### config.mk
export PLATFORM = sky130hd
export DESIGN_NAME = axi_rd_engine
export DESIGN_NICKNAME = d
export VERILOG_FILES = /design/src/axi_mem_pkg.sv /design/src/axi_beat_tracker.sv /design/src/axi_rd_engine.sv
export VERILOG_INCLUDE_DIRS = /design/src
export SDC_FILE = /design/constraint.sdc
export NUM_CORES = 1
export LEC_CHECK = 0
export BUFFER_PORTS_ARGS = -buffer_cell sky130_fd_sc_hd__buf_2
export CAP_MARGIN = 10
export CORE_AREA = 4 4 72 74
export CTS_BUF_LIST = sky130_fd_sc_hd__clkbuf_4 sky130_fd_sc_hd__clkbuf_8
export CTS_CLUSTER_SIZE = 20
export DETAILED_ROUTE_END_ITERATION = 10
export DIE_AREA = 0 0 76 78
export PLACE_DENSITY = 0.81
export SKIP_LAST_GASP = 1
export SLEW_MARGIN = 10
export SYNTH_ARGS = -nofsm -noshare
export SYNTH_HDL_FRONTEND = slang
export SYNTH_SLANG_ARGS = --single-unit
### constraint.sdc
create_clock -name ACLK -period 3.84 [get_ports ACLK]
set_input_delay 0.384 -clock ACLK [delete_from_list [all_inputs] [get_ports ACLK]]
set_output_delay 0.384 -clock ACLK [all_outputs]
set_load 0.05 [all_outputs]
### src/axi_mem_defs.svh
/* Bus widths, outstanding depth and memory size for the AXI3 slave memory
   Derived index and byte-offset widths */
`ifndef AXI_MEM_DEFS_SVH
`define AXI_MEM_DEFS_SVH

// ----------------------------------------
// AXI field widths
// ----------------------------------------
`define AXI_DATA_W      64      // Fixed data width
`define AXI_STRB_W      8       // One strobe per data byte
`define AXI_ADDR_W      32
`define AXI_ID_W        4
`define AXI_LEN_W       4       // AXI3 bursts of 1 to 16 beats

// ----------------------------------------
// Capacity
// ----------------------------------------
`define AXI_MO_DEPTH    8       // Outstanding requests per direction
`define AXI_MEM_WORDS   1024    // Power of two, index wraps

// Word index width and byte offset inside a beat
`define AXI_IDX_W       $clog2(`AXI_MEM_WORDS)
`define AXI_BYTE_OFS    $clog2(`AXI_STRB_W)

`endif

### src/axi_mem_pkg.sv
/* Shared types of the AXI3 slave memory
   Burst type, address request struct, data beat union */
`include "axi_mem_defs.svh"

package axi_mem_pkg;

    // ----------------------------------------
    // Burst type, AXI3 AxBURST encoding
    // ----------------------------------------
    typedef enum logic [1:0] {
        FIXED = 2'b00,
        INCR  = 2'b01,
        WRAP  = 2'b10
    } axi_burst_e;

    // ----------------------------------------
    // One AR or AW request, 42 bits
    // ----------------------------------------
    typedef struct packed {
        axi_burst_e             burst;
        logic [`AXI_ADDR_W-1:0] addr;
        logic [`AXI_LEN_W-1:0]  len;   // Beats minus one
        logic [`AXI_ID_W-1:0]   id;
    } axi_req_t;

    // One data beat, seen as a word or as bytes
    typedef union packed {
        logic [`AXI_DATA_W-1:0]      word;
        logic [`AXI_STRB_W-1:0][7:0] bytes;  // Byte 0 is the lowest lane
    } axi_beat_u;

endpackage

### src/axi_beat_tracker.sv
/* Beat counter and word address generator for one burst
   FIXED, INCR and WRAP address rules */
`include "axi_mem_defs.svh"

module axi_beat_tracker (
    input  bit                     ACLK,
    input  bit                     ARESETn,
    input  axi_mem_pkg::axi_req_t  req,
    input  logic                   beat,        // Beat handshake
    output logic                   last,
    output logic [`AXI_IDX_W-1:0]  word_addr
);

    import axi_mem_pkg::*;

    localparam int IDX_W = `AXI_IDX_W;
    localparam int LEN_W = `AXI_LEN_W;

    logic [LEN_W-1:0] count;        // Beats done in this burst
    logic [LEN_W-1:0] len_p1;
    logic [IDX_W-1:0] base_idx;
    logic [IDX_W-1:0] count_idx;
    logic [IDX_W-1:0] wrap_mask;
    logic [IDX_W-1:0] incr_idx;
    logic             wrap_ok;

    // ----------------------------------------
    // Beat counting
    // ----------------------------------------
    assign last = (count == req.len);

    always_ff @(posedge ACLK or negedge ARESETn) begin
        if (!ARESETn) begin
            count <= '0;
        end else if (beat) begin
            count <= last ? '0 : count + 1'b1;
        end
    end

    // ----------------------------------------
    // Address rule
    // ----------------------------------------
    assign base_idx  = req.addr[`AXI_BYTE_OFS +: IDX_W];   // Word above byte offset
    assign count_idx = {{(IDX_W-LEN_W){1'b0}}, count};
    assign incr_idx  = base_idx + count_idx;

    // WRAP needs 2, 4, 8 or 16 beats
    assign len_p1    = req.len + 1'b1;
    assign wrap_ok   = (req.len != '0) && ((req.len & len_p1) == '0);
    assign wrap_mask = {{(IDX_W-LEN_W){1'b0}}, req.len};

    always_comb begin
        case (req.burst)
            INCR: word_addr = incr_idx;
            WRAP: begin
                if (wrap_ok) begin
                    // Low bits roll over, upper bits stay
                    word_addr = (base_idx & ~wrap_mask) | (incr_idx & wrap_mask);
                end else begin
                    word_addr = base_idx;
                end
            end
            default: word_addr = base_idx;     // FIXED and reserved
        endcase
    end

endmodule

### src/axi_rd_engine.sv
/* Read data channel engine
   Walks the head read request and presents R beats */
`include "axi_mem_defs.svh"

module axi_rd_engine (
    input  bit                       ACLK,
    input  bit                       ARESETn,
    input  axi_mem_pkg::axi_req_t    req,         // Head of read FIFO
    input  logic                     req_valid,
    output logic                     req_pop,
    input  logic                     rd_hold,
    input  logic                     rready,
    output logic                     rvalid,
    output logic [`AXI_ID_W-1:0]     rid,
    output logic                     rlast,
    output logic [`AXI_IDX_W-1:0]    mem_addr,
    input  axi_mem_pkg::axi_beat_u   mem_data,
    output logic [`AXI_DATA_W-1:0]   rdata
);

    logic beat;
    logic last;

    // ----------------------------------------
    // R handshake
    // ----------------------------------------
    assign rvalid  = req_valid && !rd_hold;
    assign beat    = rvalid && rready;
    assign req_pop = beat && last;          // Burst done, next request

    assign rid   = req.id;
    assign rlast = rvalid && last;

    // Beat position and word address
    axi_beat_tracker u_tracker (
        .ACLK      (ACLK),
        .ARESETn   (ARESETn),
        .req       (req),
        .beat      (beat),
        .last      (last),
        .word_addr (mem_addr)
    );

    assign rdata = mem_data.word;           // Current beat word

endmodule

### Word level (Yosys, flattened, before mapping)

Index checks and enable logic that the tools add are counted.

| word-level totals | value |
|---|---|
| input port bits | 111 |
| output and inout port bits | 81 |
| logic and storage cells | 23 |
| register bits | 4 |

| cells by class | value |
|---|---|
| eq/ne operators | 3 |
| muxes and demuxes | 3 |
| reductions and logical operators | 8 |
| bitwise gates (word level) | 5 |
| add/sub/neg operators | 3 |

Operators by type and width:

| operator | count |
|---|---|
| 10-bit one-hot mux with 2 select lines | 1 |
| 10-bit by 4-bit adder with 10-bit output | 1 |
| 10-bit AND | 1 |
| 10-bit by 4-bit AND with 10-bit output | 1 |
| 10-bit 2-to-1 mux | 1 |
| 4-bit inverter with 10-bit output | 1 |
| 10-bit OR | 1 |
| 4-bit by 1-bit adder with 4-bit output, second input constant | 2 |
| 1-bit logical AND | 5 |
| 4-bit AND | 1 |
| 4-bit equality test | 1 |
| 4-bit logical NOT | 1 |
| 4-bit 2-to-1 mux | 1 |
| 4-bit nonzero test | 1 |
| 2-bit by 1-bit equality test with 1-bit output, second input constant | 1 |
| 2-bit equality test, second input constant | 1 |
| 1-bit logical NOT | 1 |

### Logic depth before layout (Yosys ltp)

Gate-level depths: netlist of the first run.

| depth | value |
|---|---|
| depth after elaboration | 6 |
| mapped depth | 7 |
| depth with buffers taken out | 6 |

### By module

From an unflattened synthesis of the first run, not the netlist that was laid out.

| unflattened totals | value |
|---|---|
| cells, all modules | 167 |
| area, all modules | 1346.3 um^2 |

Modules (own cells, without submodules):

| module | times used | sequential area each (um^2) | cells each | area each (um^2) |
|---|---|---|---|---|
| axi_beat_tracker | 1 | 100.1 | 95 | 797.0 |
| axi_rd_engine | 1 | 0.0 | 72 | 549.3 |

### Worst setup path before layout of the first run

No wires, ideal clock.

| timing path | value |
|---|---|
| kind | input to output |
| start | in req[40] (netlist name) |
| end | out mem_addr[6] |
| path slack | 0.678 ns |
| arrival | 2.778 ns |
| path buffers | 1 |
| cell stages on the path | 5 |
| data required time | 3.456 ns |
| cells stage by stage | inv_1 ha_1 nand2b_1 buf_2 o41ai_1 |

| between the ends | value |
|---|---|
| word-level cells in the longest chain between the ends | 2 |
| elaborated cells between the ends (all ways) | 3 |
| those cells by class | eq/ne (2); mux (1) |

RTL lines:

| what | line | source |
|---|---|---|
| start: declaration | axi_rd_engine.sv:8 | `input axi_mem_pkg::axi_req_t req,` |
| 2-bit equality test / 2-bit by 1-bit equality test with 1-bit output (equally long branches) | axi_beat_tracker.sv:53 | `case (req.burst)` |
| 10-bit one-hot mux with 2 select lines (*) | axi_beat_tracker.sv:53 |  |
| end: declaration | axi_rd_engine.sv:16 | `` output logic [`AXI_IDX_W-1:0] mem_addr, `` |

Every way passes the cells marked *; elsewhere a longest branch is shown, timed or not.

### Final worst setup path of the first run

| timing path | value |
|---|---|
| start | reg u_tracker.count[0] |
| end | out mem_addr[2] |

| between the ends | value |
|---|---|
| word-level cells in the longest chain between the ends | 5 |

RTL lines:

| what | line | source |
|---|---|---|
| start: declaration | axi_beat_tracker.sv:19 | `logic [LEN_W-1:0] count;` |
| start signal: assignment | axi_beat_tracker.sv:36 | `count <= last ? '0 : count + 1'b1;` |
| 10-bit by 4-bit adder with 10-bit output (*) | axi_beat_tracker.sv:45 | `assign incr_idx = base_idx + count_idx;` |
| 10-bit by 4-bit AND with 10-bit output | axi_beat_tracker.sv:58 | `word_addr = (base_idx & ~wrap_mask) \| (incr_idx & wrap_mask);` |
| 10-bit OR | axi_beat_tracker.sv:58 |  |
| 10-bit 2-to-1 mux | axi_beat_tracker.sv:56 | `if (wrap_ok) begin` |
| 10-bit one-hot mux with 2 select lines (*) | axi_beat_tracker.sv:53 |  |

Marked as above.

==> out/metrics.cfg, run 1 <==
[global_routing]
grt_max_degree = 9
grt_overflow = 0
grt_pass1_vias = 1011
antenna_found_initial = 0
grtUsageTotal_pct = 8.53
grt_pass1_wl_um = 4370

[critical_path]
endpoint_kind = output pin
critPathMaxStageDelay_ns = 0.45
crit_path_top_delay_cell = fa_1
rr_worst_depth = 4
cp_num_cells = 7
critPathArrivalTime_ns = 2.41
crit_family = adder cells
crit_type = reg -> out
start_kind = flop
timing.critical_path.buf_inv = 2
crit_path_max_fanout = 6
critPathRequiredTime_ns = 3.46
worstPathCellList = ha_1 -> fa_1 -> xor2_1 -> mux2_1 -> a222oi_1 -> inv_1 -> buf_2

[logic_synthesis]
yosys_register_bits = 4
yosysUniqueCellTypes = 46
syn_nets = 290
synth_flop_cell = dfrtp_1
ys_seq_area_share_pct = 7.52
syn_inst = 171
netlist_area_mm2 = 0.00133
synthArstFlopShare_pct = 100
synth_area_per_cell_um2 = 7.79
synth_edf_count = 0
ys_warn_count = 0

[detailed_routing]
drt-met1-wl_um = 1090
route.met2.wl_um = 1270
highest_layer = met4
drt_first_pass_iters = 4
drt-vias-per-instance = 4.96
drcViolationCount = 0
post_drt_wl_per_cell_um = 13.8
antenna_left = 0
drt_iter0_drc = 47
vias = 958
wl_um = 2670
dr_wl_met3_um = 251

[finish]
fin_util_pct = 23.9
reg_top3 = u_tracker.count x4
nets = 260
largest_reg_flops = 4
drive_above_1_share_pct = 32.4
antenna_cells = 0
largest_register = u_tracker.count
syn2layout_area_growth_pct = -17.4

[sta]
whs_ns = 0.484
slew_headroom_pct = 66.6
min_period_over_period_pct = 72.7
setup_tns_ns = 0
tightest_slew_ns = 0.500
slew_viol_final = 0
rsz0062_at_grt = false
max_freq_ghz = 0.358
post-route-min-period_ns = 2.79
finClkSkew_ns = 0.00286
finalSetupViolCount = 0
finalHoldViolations = 0

[run]
cap_violations = 0

[die]
start_util_pct = 29.0
ioPinCount = 192
die_w_um = 76
dieHeight_um = 78
core_mm2 = 0.00460
dieArea_mm2 = 0.00593
rows = 25

[pwr]
irDropWorstVdd_uv = 87.1
p_per_area_mw_per_mm2 = 421
finalPower_mw = 0.463
cellLeakagePower_nw = 0.521

[clock_tree]
root_buffer = clkbuf_8
h-tree-depth = 1
cts_buffer_depth = 2
numCtsBuffers = 3
cts_setup_buffers = 0
postCtsHoldBufs = 1
clkSlewWorstSetupHoldPaths_ns = 0.03
cts.sinks = 4
insertion_delay_ns = 0.21
tritoncts = built
cts_resized = 0

[placement]
numPortBuffers = 33
place_congestion = 0.808
place_hpwl_um = 2250

[hold_path]
hp-class = in -> reg
hold_path_depth = 3

[outcome]
outcome = completed

-- where the power goes --
group	leakage [nW]	switching (mW)	total [mW]	internal (mW)
sequential	0.0456	0.0272	0.0841	0.0569
clock	0.0216	0.0202	0.0869	0.0667
combinational	0.453	0.180	0.292	0.112
total	0.521	0.227	0.463	0.236
-- cells in the final DEF, fill, tap and decap left out, types with 2 or more instances in the layout --
master / count
o21ai_0: 8
o21ai_1: 2
clkbuf_8: 3
nand2_1: 12
nand3_1: 2
o211ai_1: 3
ha_1: 7
nand4_1: 3
nor3_1: 3
buf_2: 33
nor2b_1: 3
a21oi_1: 5
nand2b_1: 2
dfrtp_1: 4
inv_1: 10
nor2_1: 4
xnor2_1: 5
-- stage by stage --
stage / instances / worst slack, ns / instance area [um^2]
final: 193 / 1.05 / 1100
after CTS: 193 / 1.03 / 1100
after detailed placement: 189 / 1.23 / 1050
after global routing: 193 / 0.908 / 1100
after floorplan: 171 / 0.678 / 1330
after global placement: 189 / 1.22 / 1050
-- path summary, 6_finish.rpt --
kind,startpoint,to,slack (ns)
setup / recovery,u_tracker.count[0]$_DFFE_PN0P_,mem_addr[2],1.05
hold / removal,rready,u_tracker.count[0]$_DFFE_PN0P_,0.48
setup reg to reg,u_tracker.count[1]$_DFFE_PN0P_,u_tracker.count[2]$_DFFE_PN0P_,2.53
hold reg to reg,u_tracker.count[3]$_DFFE_PN0P_,u_tracker.count[3]$_DFFE_PN0P_,0.59
max in group asynchronous,ARESETn,u_tracker.count[2]$_DFFE_PN0P_,3.21
min in group asynchronous,ARESETn,u_tracker.count[3]$_DFFE_PN0P_,0.51
-- kinds of logic (layout without fill, tap and decap cells) --
| group | count (synthesis) | in the layout | share of synthesized area, % |
|---|---|---|---|
| buffers and inverters | 79 | 47 | 41.5 |
| AND/OR/NAND/NOR | 37 | 37 | 17.3 |
| AO/OA/AOI/OAI | 35 | 35 | 20.0 |
| adder cells (fa/ha/maj) | 8 | 8 | 8.08 |
| XOR/XNOR | 6 | 6 | 3.95 |
| flip-flops | 4 | 4 | 7.52 |
| multiplexers | 2 | 2 | 1.60 |
-- tightest hold or removal path: cells and delay by family --
family	cells	cell delay, ns
and+or+nand+nor	1	0.08
buffers and inverters	1	0.11
AOI/OAI and AO/OA	1	0.08
-- per-layer routing --
layer	up-vias	track usage (%)
met4	0	3.91
met5	-	0
met3	17	3.36
met2	48	14.3
met1	435	9.40
li1	458	-
-- synth_stat cells (all sizes together), types with 2 or more instances --
| library cell | n | area (um^2) |
|---|---|---|
| ha | 7 | 87.6 |
| nor2 | 5 | 21.3 |
| o41ai | 2 | 25.0 |
| nor3 | 3 | 15.0 |
| o21ai | 10 | 50.1 |
| nor2b | 3 | 18.8 |
| nor4b | 2 | 38.8 |
| nand2 | 12 | 45.0 |
| inv | 10 | 37.5 |
| xnor2 | 5 | 43.8 |
| nand4 | 3 | 18.8 |
| a21oi | 5 | 25.0 |
| o211ai | 3 | 22.5 |
| a211oi | 2 | 27.5 |
| dfrtp | 4 | 100 |
| buf | 69 | 515 |
| nand3 | 2 | 10.0 |
| nand2b | 2 | 12.5 |
-- layout make-up --
class                      count  area, um^2
tap                           54        67.6
fill                         498        3500
inverter                      10        37.5
multi-input combinational     88         678
timing repair buffer          34         175
sequential                     4         100
clock buffer                   3        41.3
(Power assumes the default switching activity.)
==> run 2, diff against run 1 <==
--- a/config.mk
+++ b/config.mk
@@ -8,12 +8,12 @@
 export LEC_CHECK = 0
 export BUFFER_PORTS_ARGS = -buffer_cell sky130_fd_sc_hd__buf_2
 export CAP_MARGIN = 10
-export CORE_AREA = 4 4 72 74
+export CORE_AREA = 4 4 73 75
 export CTS_BUF_LIST = sky130_fd_sc_hd__clkbuf_4 sky130_fd_sc_hd__clkbuf_8
 export CTS_CLUSTER_SIZE = 20
 export DETAILED_ROUTE_END_ITERATION = 10
-export DIE_AREA = 0 0 76 78
-export PLACE_DENSITY = 0.81
+export DIE_AREA = 0 0 77 79
+export PLACE_DENSITY = 0.79
 export SKIP_LAST_GASP = 1
 export SLEW_MARGIN = 10
 export SYNTH_ARGS = -nofsm -noshare
==> constraint.sdc (replaced) <==
create_clock -name ACLK -period 2.8 [get_ports ACLK]
set_input_delay 0.28 -clock ACLK [delete_from_list [all_inputs] [get_ports ACLK]]
set_output_delay 0.28 -clock ACLK [all_outputs]
set_load 0.05 [all_outputs]
==> out/metrics.cfg, run 2 (synthesis results as in run 1) <==
[finish]
syn2layout_area_growth_pct = -16.8  ; was -17.4%
reg_top3 = u_tracker.count x4  ; unchanged
nets = 260  ; unchanged
largest_reg_flops = 4  ; unchanged
largest_register = u_tracker.count  ; unchanged
layout_commonest_cell = buf_2  ; unchanged
antenna_cells = 0  ; unchanged
stdcell_area_mm2 = 0.00111  ; was 0.00110 mm^2
drive_above_1_share_pct = 33.1  ; was 32.4%
layout_common_cells = buf_2 (33), nand2_1 (12), inv_1 (10)  ; unchanged

[global_routing]
grt_pass1_wl_um = 4180  ; was 4370 um
antenna_found_initial = 0  ; unchanged
grt_pass1_vias = 902  ; was 1011
grt_overflow = 0  ; unchanged
grt_max_degree = 9  ; unchanged
grtUsageTotal_pct = 8.20  ; was 8.53%

[run]
cap_violations = 0  ; unchanged

[clock_tree]
tritoncts = built  ; unchanged
cts.sinks = 4  ; unchanged
h-tree-depth = 1  ; unchanged
insertion_delay_ns = 0.22  ; was 0.21 ns
numCtsBuffers = 3  ; unchanged
cts_setup_buffers = 0  ; unchanged
cts_buffer_depth = 2  ; unchanged
root_buffer = clkbuf_8  ; unchanged
postCtsHoldBufs = 1  ; unchanged
clkSlewWorstSetupHoldPaths_ns = 0.04  ; was 0.03 ns
cts_resized = 0  ; unchanged

[pwr]
irDropWorstVdd_uv = 109  ; was 87.1 uV
cellLeakagePower_nw = 0.525  ; was 0.521 nW
p_per_area_mw_per_mm2 = 577  ; was 421 mW/mm^2
switching_share_pct = 49.3  ; was 49.1%
p_int_mw = 0.324  ; was 0.236 mW
p_sw_mw = 0.315  ; was 0.227 mW
clockPowerShare_pct = 19.2  ; was 18.8%
pwr-share-seq_pct = 18.3  ; was 18.2%
p_comb_share_pct = 62.5  ; was 63.1%
finalPower_mw = 0.639  ; was 0.463 mW

[sta]
slew_viol_final = 0  ; unchanged
finalSetupViolCount = 0  ; unchanged
min_period_over_period_pct = 94.6
finalHoldViolations = 0  ; unchanged
max_freq_ghz = 0.378
post-route-min-period_ns = 2.65
rsz0062_at_grt = false  ; unchanged
slew_headroom_pct = 67.6  ; was 66.6%
tightest_slew_ns = 0.485  ; was 0.500 ns
finClkSkew_ns = 0.00635  ; was 0.00286 ns
setup_tns_ns = 0  ; unchanged

[placement]
place_hpwl_um = 2150  ; was 2250 um
placed_cell_area_mm2 = 0.00106  ; was 0.00105 mm^2
place_congestion = 0.794  ; was 0.808
numPortBuffers = 33  ; unchanged

[die]
die_w_um = 77  ; was 76 um
ioPinCount = 192  ; unchanged
core_mm2 = 0.00466  ; was 0.00460 mm^2
start_util_pct = 28.6  ; was 29.0%
rows = 25  ; unchanged
dieArea_mm2 = 0.00608  ; was 0.00593 mm^2
dieHeight_um = 79  ; was 78 um

[detailed_routing]
wl_um = 2620  ; was 2670 um
post_drt_wl_per_cell_um = 13.6  ; was 13.8 um
vias = 941  ; was 958
drt_first_pass_iters = 4  ; unchanged
drcViolationCount = 0  ; unchanged
drt_iter0_drc = 45  ; was 47
drt-vias-per-instance = 4.88  ; was 4.96
antenna_left = 0  ; unchanged

[critical_path]
crit_type = reg -> out  ; unchanged
critPathMaxStageDelay_ns = 0.45  ; about the same
endpoint_kind = output pin  ; unchanged
start_kind = flop  ; unchanged
worstPathCellList = ha_1 -> fa_1 -> a21o_2 -> a21oi_1 -> a21oi_1 -> o21ai_1 -> buf_2  ; was ha_1 -> fa_1 -> xor2_1 -> mux2_1 -> a222oi_1 -> inv_1 -> buf_2
worst_path_most_repeated_cell = a21oi_1
critPathArrivalTime_ns = 2.37  ; was 2.41 ns
critPathRequiredTime_ns = 2.52  ; was 3.46 ns
crit_path_top_delay_cell = dfrtp_1  ; was fa_1
crit_path_max_fanout = 6  ; unchanged

[outcome]
outcome = completed  ; unchanged

[hold_path]
hp-class = in -> reg  ; unchanged

run 2: cell counts in the layout (fill, tap and decap cells not counted):
Identical to the previous run, type by type.
run 2: per-stage QoR:
| stage | setup slack [ns] | cells | hold WS [ns] | utilization, % |
|---|---|---|---|---|
| floorplan | 0.210 | 171 | -0.0156 | - |
| global placement | 0.389 | 189 | 0.0863 | 22.7 |
| detailed placement | 0.370 | 189 | 0.0862 | 22.7 |
| CTS | 0.131 | 193 | 0.371 | 23.8 |
| global route | 0.000261 | 193 | 0.376 | 23.8 |
| finish | 0.151 | 193 | 0.365 | 23.8 |
run 2: worst max-delay path: cells and delay by family (launching register included):
| family | cells | cell delay [ns] |
|---|---|---|
| compound gates | 4 | 0.71 |
| fa+ha+maj | 2 | 0.71 |
| buf+inv | 1 | 0.27 |
| flops | 1 | 0.45 |
run 2: layout make-up:
cell class | count | area [um^2]
sequential | 4 | 100
multi-input combinational | 88 | 686
fill | 501 | 3550
inverter | 10 | 37.5
clock buffer | 3 | 41.3
timing repair buffer | 34 | 175
tap | 54 | 67.6
run 2: worst paths after layout:
check                           slack, ns  cells past startpoint                      startpoint                             end
worst max-delay path                 0.15                      7  u_tracker.count[0]$_DFFE_PN0P_                     mem_addr[4]
max in group asynchronous            2.29                      2                         ARESETn  u_tracker.count[1]$_DFFE_PN0P_
worst min register to register       0.61                      2  u_tracker.count[3]$_DFFE_PN0P_  u_tracker.count[3]$_DFFE_PN0P_
worst max register to register       1.50                      4  u_tracker.count[1]$_DFFE_PN0P_  u_tracker.count[2]$_DFFE_PN0P_
worst min-delay path                 0.37                      3                          rready  u_tracker.count[0]$_DFFE_PN0P_
min in group asynchronous            0.39                      2                         ARESETn  u_tracker.count[3]$_DFFE_PN0P_
run 2: metal layers:
metal	vias to the layer above	global-route usage (%)	wire length, um
met2	43	14.2	1300
met3	10	2.61	236
met1	428	9.20	1050
li1	460	-	-
met5	-	0	0
met4	0	3.74	29
run 2: power groups by stage:
stage          clock (mW)  sequential [mW]  combinational (mW)
3_5_place_dp            0            0.117               0.397
2_1_floorplan           0            0.105               0.579
6_report            0.123            0.117               0.399
4_1_cts             0.124            0.117               0.402
5_1_grt             0.129            0.121               0.441
3_3_place_gp            0            0.116               0.390
==> run 3, diff against run 2 <==
--- a/config.mk
+++ b/config.mk
@@ -8,12 +8,14 @@
 export LEC_CHECK = 0
 export BUFFER_PORTS_ARGS = -buffer_cell sky130_fd_sc_hd__buf_2
 export CAP_MARGIN = 10
-export CORE_AREA = 4 4 73 75
+export CELL_PAD_IN_SITES_DETAIL_PLACEMENT = 1
+export CELL_PAD_IN_SITES_GLOBAL_PLACEMENT = 1
+export CORE_AREA = 8 8 82 113
 export CTS_BUF_LIST = sky130_fd_sc_hd__clkbuf_4 sky130_fd_sc_hd__clkbuf_8
 export CTS_CLUSTER_SIZE = 20
 export DETAILED_ROUTE_END_ITERATION = 10
-export DIE_AREA = 0 0 77 79
-export PLACE_DENSITY = 0.79
+export DIE_AREA = 0 0 90 121
+export PLACE_DENSITY = 0.82
 export SKIP_LAST_GASP = 1
 export SLEW_MARGIN = 10
 export SYNTH_ARGS = -nofsm -noshare
==> out/metrics.cfg, run 3 (synthesis results as in run 1) <==
[outcome]
outcome = completed  ; unchanged

[detailed_routing]
drt-vias-per-instance = 4.23  ; was 4.88
antenna_left = 0  ; unchanged
drt_first_pass_iters = 4  ; unchanged
post_drt_wl_per_cell_um = 15.4  ; was 13.6 um
vias = 1014  ; was 941
wl_um = 3700  ; was 2620 um
drcViolationCount = 0  ; unchanged
drt_iter0_drc = 19  ; was 45

[critical_path]
critPathRequiredTime_ns = 2.52  ; about the same
crit_path_end = mem_addr[4]  ; unchanged
rr_worst_depth = 5  ; was 4
r2r_setup_slack_ns = 1.45  ; was 1.50 ns
crit_path_max_fanout = 3  ; was 6
critPathArrivalTime_ns = 2.38  ; was 2.37 ns
r2r_start = u_tracker.count[0]$_DFFE_PN0P_  ; was u_tracker.count[1]$_DFFE_PN0P_
endpoint_kind = output pin  ; unchanged
start_kind = flop  ; unchanged
crit_start = u_tracker.count[0]$_DFFE_PN0P_  ; unchanged
crit_type = reg -> out  ; unchanged
r2r-end = u_tracker.count[2]$_DFFE_PN0P_  ; unchanged

[die]
dieHeight_um = 121  ; was 79 um
dieArea_mm2 = 0.0109  ; was 0.00608 mm^2
ioPinCount = 192  ; unchanged
start_util_pct = 17.5  ; was 28.6%
rows = 38  ; was 25
core_mm2 = 0.00761  ; was 0.00466 mm^2
die_w_um = 90  ; was 77 um

[hold_path]
hp-class = in -> reg  ; unchanged

[pwr]
irDropWorstVdd_uv = 93.0  ; was 109 uV
cellLeakagePower_nw = 0.528  ; was 0.525 nW
p_per_area_mw_per_mm2 = 565  ; was 577 mW/mm^2

[global_routing]
grt_pass1_vias = 1103  ; was 902
grtUsageMet1_pct = 5.91  ; was 9.20%
grtUsageTotal_pct = 6.37  ; was 8.20%
grt_overflow = 0  ; unchanged
use_met2_pct = 10.8  ; was 14.2%
antenna_found_initial = 0  ; unchanged
grt_pass1_wl_um = 5600  ; was 4180 um
grt_busiest_layer = met2  ; unchanged
grt.met3_usage_pct = 2.17  ; was 2.61%
grt_max_degree = 9  ; unchanged

[run]
cap_violations = 0  ; unchanged

[clock_tree]
cts.sinks = 4  ; unchanged
h-tree-depth = 1  ; unchanged
numCtsBuffers = 3  ; unchanged
insertion_delay_ns = 0.22  ; about the same
cts_buffer_depth = 2  ; unchanged
root_buffer = clkbuf_8  ; unchanged
tritoncts = built  ; unchanged
clkSlewWorstSetupHoldPaths_ns = 0.03  ; was 0.04 ns

[sta]
tightest_slew_ns = 0.495  ; was 0.485 ns
setup_tns_ns = 0  ; unchanged
max_freq_ghz = 0.376  ; was 0.378 GHz
post-route-min-period_ns = 2.66  ; was 2.65 ns
finClkSkew_ns = 0.00169  ; was 0.00635 ns
slew_viol_final = 0  ; unchanged
finalHoldViolations = 0  ; unchanged
whs_ns = 0.386  ; was 0.365 ns
slew_headroom_pct = 66.9  ; was 67.6%
finalSetupViolCount = 0  ; unchanged
min_period_over_period_pct = 94.9  ; was 94.6%
rsz0062_at_grt = false  ; unchanged

[finish]
layout_commonest_cell = buf_2  ; unchanged
layout_common_cells = buf_2 (33), nand2_1 (12), inv_1 (10)  ; unchanged
largest_register = u_tracker.count  ; unchanged
layoutNonFillerInstCount = 240  ; was 193
antenna_cells = 0  ; unchanged
largest_reg_flops = 4  ; unchanged
nets = 261  ; was 260
stdcell_area_mm2 = 0.00117  ; was 0.00111 mm^2
syn2layout_area_growth_pct = -11.7  ; was -16.8%
reg_top3 = u_tracker.count x4  ; unchanged
drive_above_1_share_pct = 34.3  ; was 33.1%
n_fill_cell = 951  ; was 501

[placement]
placed_cell_area_mm2 = 0.00112  ; was 0.00106 mm^2
place_hpwl_um = 3110  ; was 2150 um
place_congestion = 0.776  ; was 0.794
dp.cells = 236  ; was 189
numPortBuffers = 33  ; unchanged

-- run 3: changes by cell type in the layout (fill, tap and decap cells not counted) --
cell,delta
fa_1,-1
fa_2,+1
buf_4,+1
-- run 3: routing by layer --
| layer | part of all wire (%) | vias to the layer above |
|---|---|---|
| li1 | - | 462 |
| met1 | 36 | 472 |
| met2 | 49 | 46 |
| met3 | 11 | 34 |
| met4 | 5.3 | 0 |
| met5 | 0 | - |
-- run 3: repair_timing --
action | in CTS | in global routing
endpoints found under the hold margin | 4 | 0
endpoints found under the setup margin | 0 | 2
hold buffers | 1 | 0
buffers inserted | 0 | 0
resized for setup | 0 | 1
-- run 3: area by class of cell --
type | instances | area (um^2) | area share [%]
clock buffer | 3 | 41.3 | 3.51
inverter | 10 | 37.5 | 3.19
multi-input combinational | 88 | 688 | 58.6
sequential | 4 | 100 | 8.52
tap | 100 | 125 | 10.6
timing repair buffer | 35 | 183 | 15.5
-- run 3: where the power goes --
part	total (mW)	leakage, nW	internal, mW	switching (mW)
Clock	0.122	0.0216	0.0917	0.0305
Sequential	0.111	0.0456	0.0781	0.0328
Combinational	0.431	0.461	0.164	0.267
Total	0.664	0.528	0.334	0.330
-- run 3: worst min path at each step --
| stage | startpoint | endpoint | slack, ns | cells past startpoint |
|---|---|---|---|---|
| floorplan | ARESETn | u_tracker.count[0]$_DFFE_PN0P_ | -0.02 | 0 |
| global placement | ARESETn | u_tracker.count[3]$_DFFE_PN0P_ | 0.09 | 1 |
| detailed placement | ARESETn | u_tracker.count[3]$_DFFE_PN0P_ | 0.09 | 1 |
| CTS | rready | u_tracker.count[0]$_DFFE_PN0P_ | 0.38 | 3 |
| global route | rready | u_tracker.count[2]$_DFFE_PN0P_ | 0.40 | 3 |
| finish | rready | u_tracker.count[0]$_DFFE_PN0P_ | 0.39 | 3 |
-- run 3: critical path, stage by stage (launching register included) --
cell and delay, ns:
dfrtp_1 0.39, ha_1 0.26, fa_2 0.40, a21o_2 0.20, a21oi_1 0.30, a21oi_1 0.13
o21ai_1 0.19, buf_2 0.30
-- run 3: stage by stage --
stage | total power, mW | worst slack, ns | utilization, %
final | 0.664 | 0.142 | 15.4
after floorplan | 0.684 | 0.210 | -
after detailed placement | 0.545 | 0.269 | 14.7
after global placement | 0.526 | 0.337 | 14.7
after CTS | 0.672 | 0.0467 | 15.4
after global routing | 0.727 | 0.0396 | 15.4
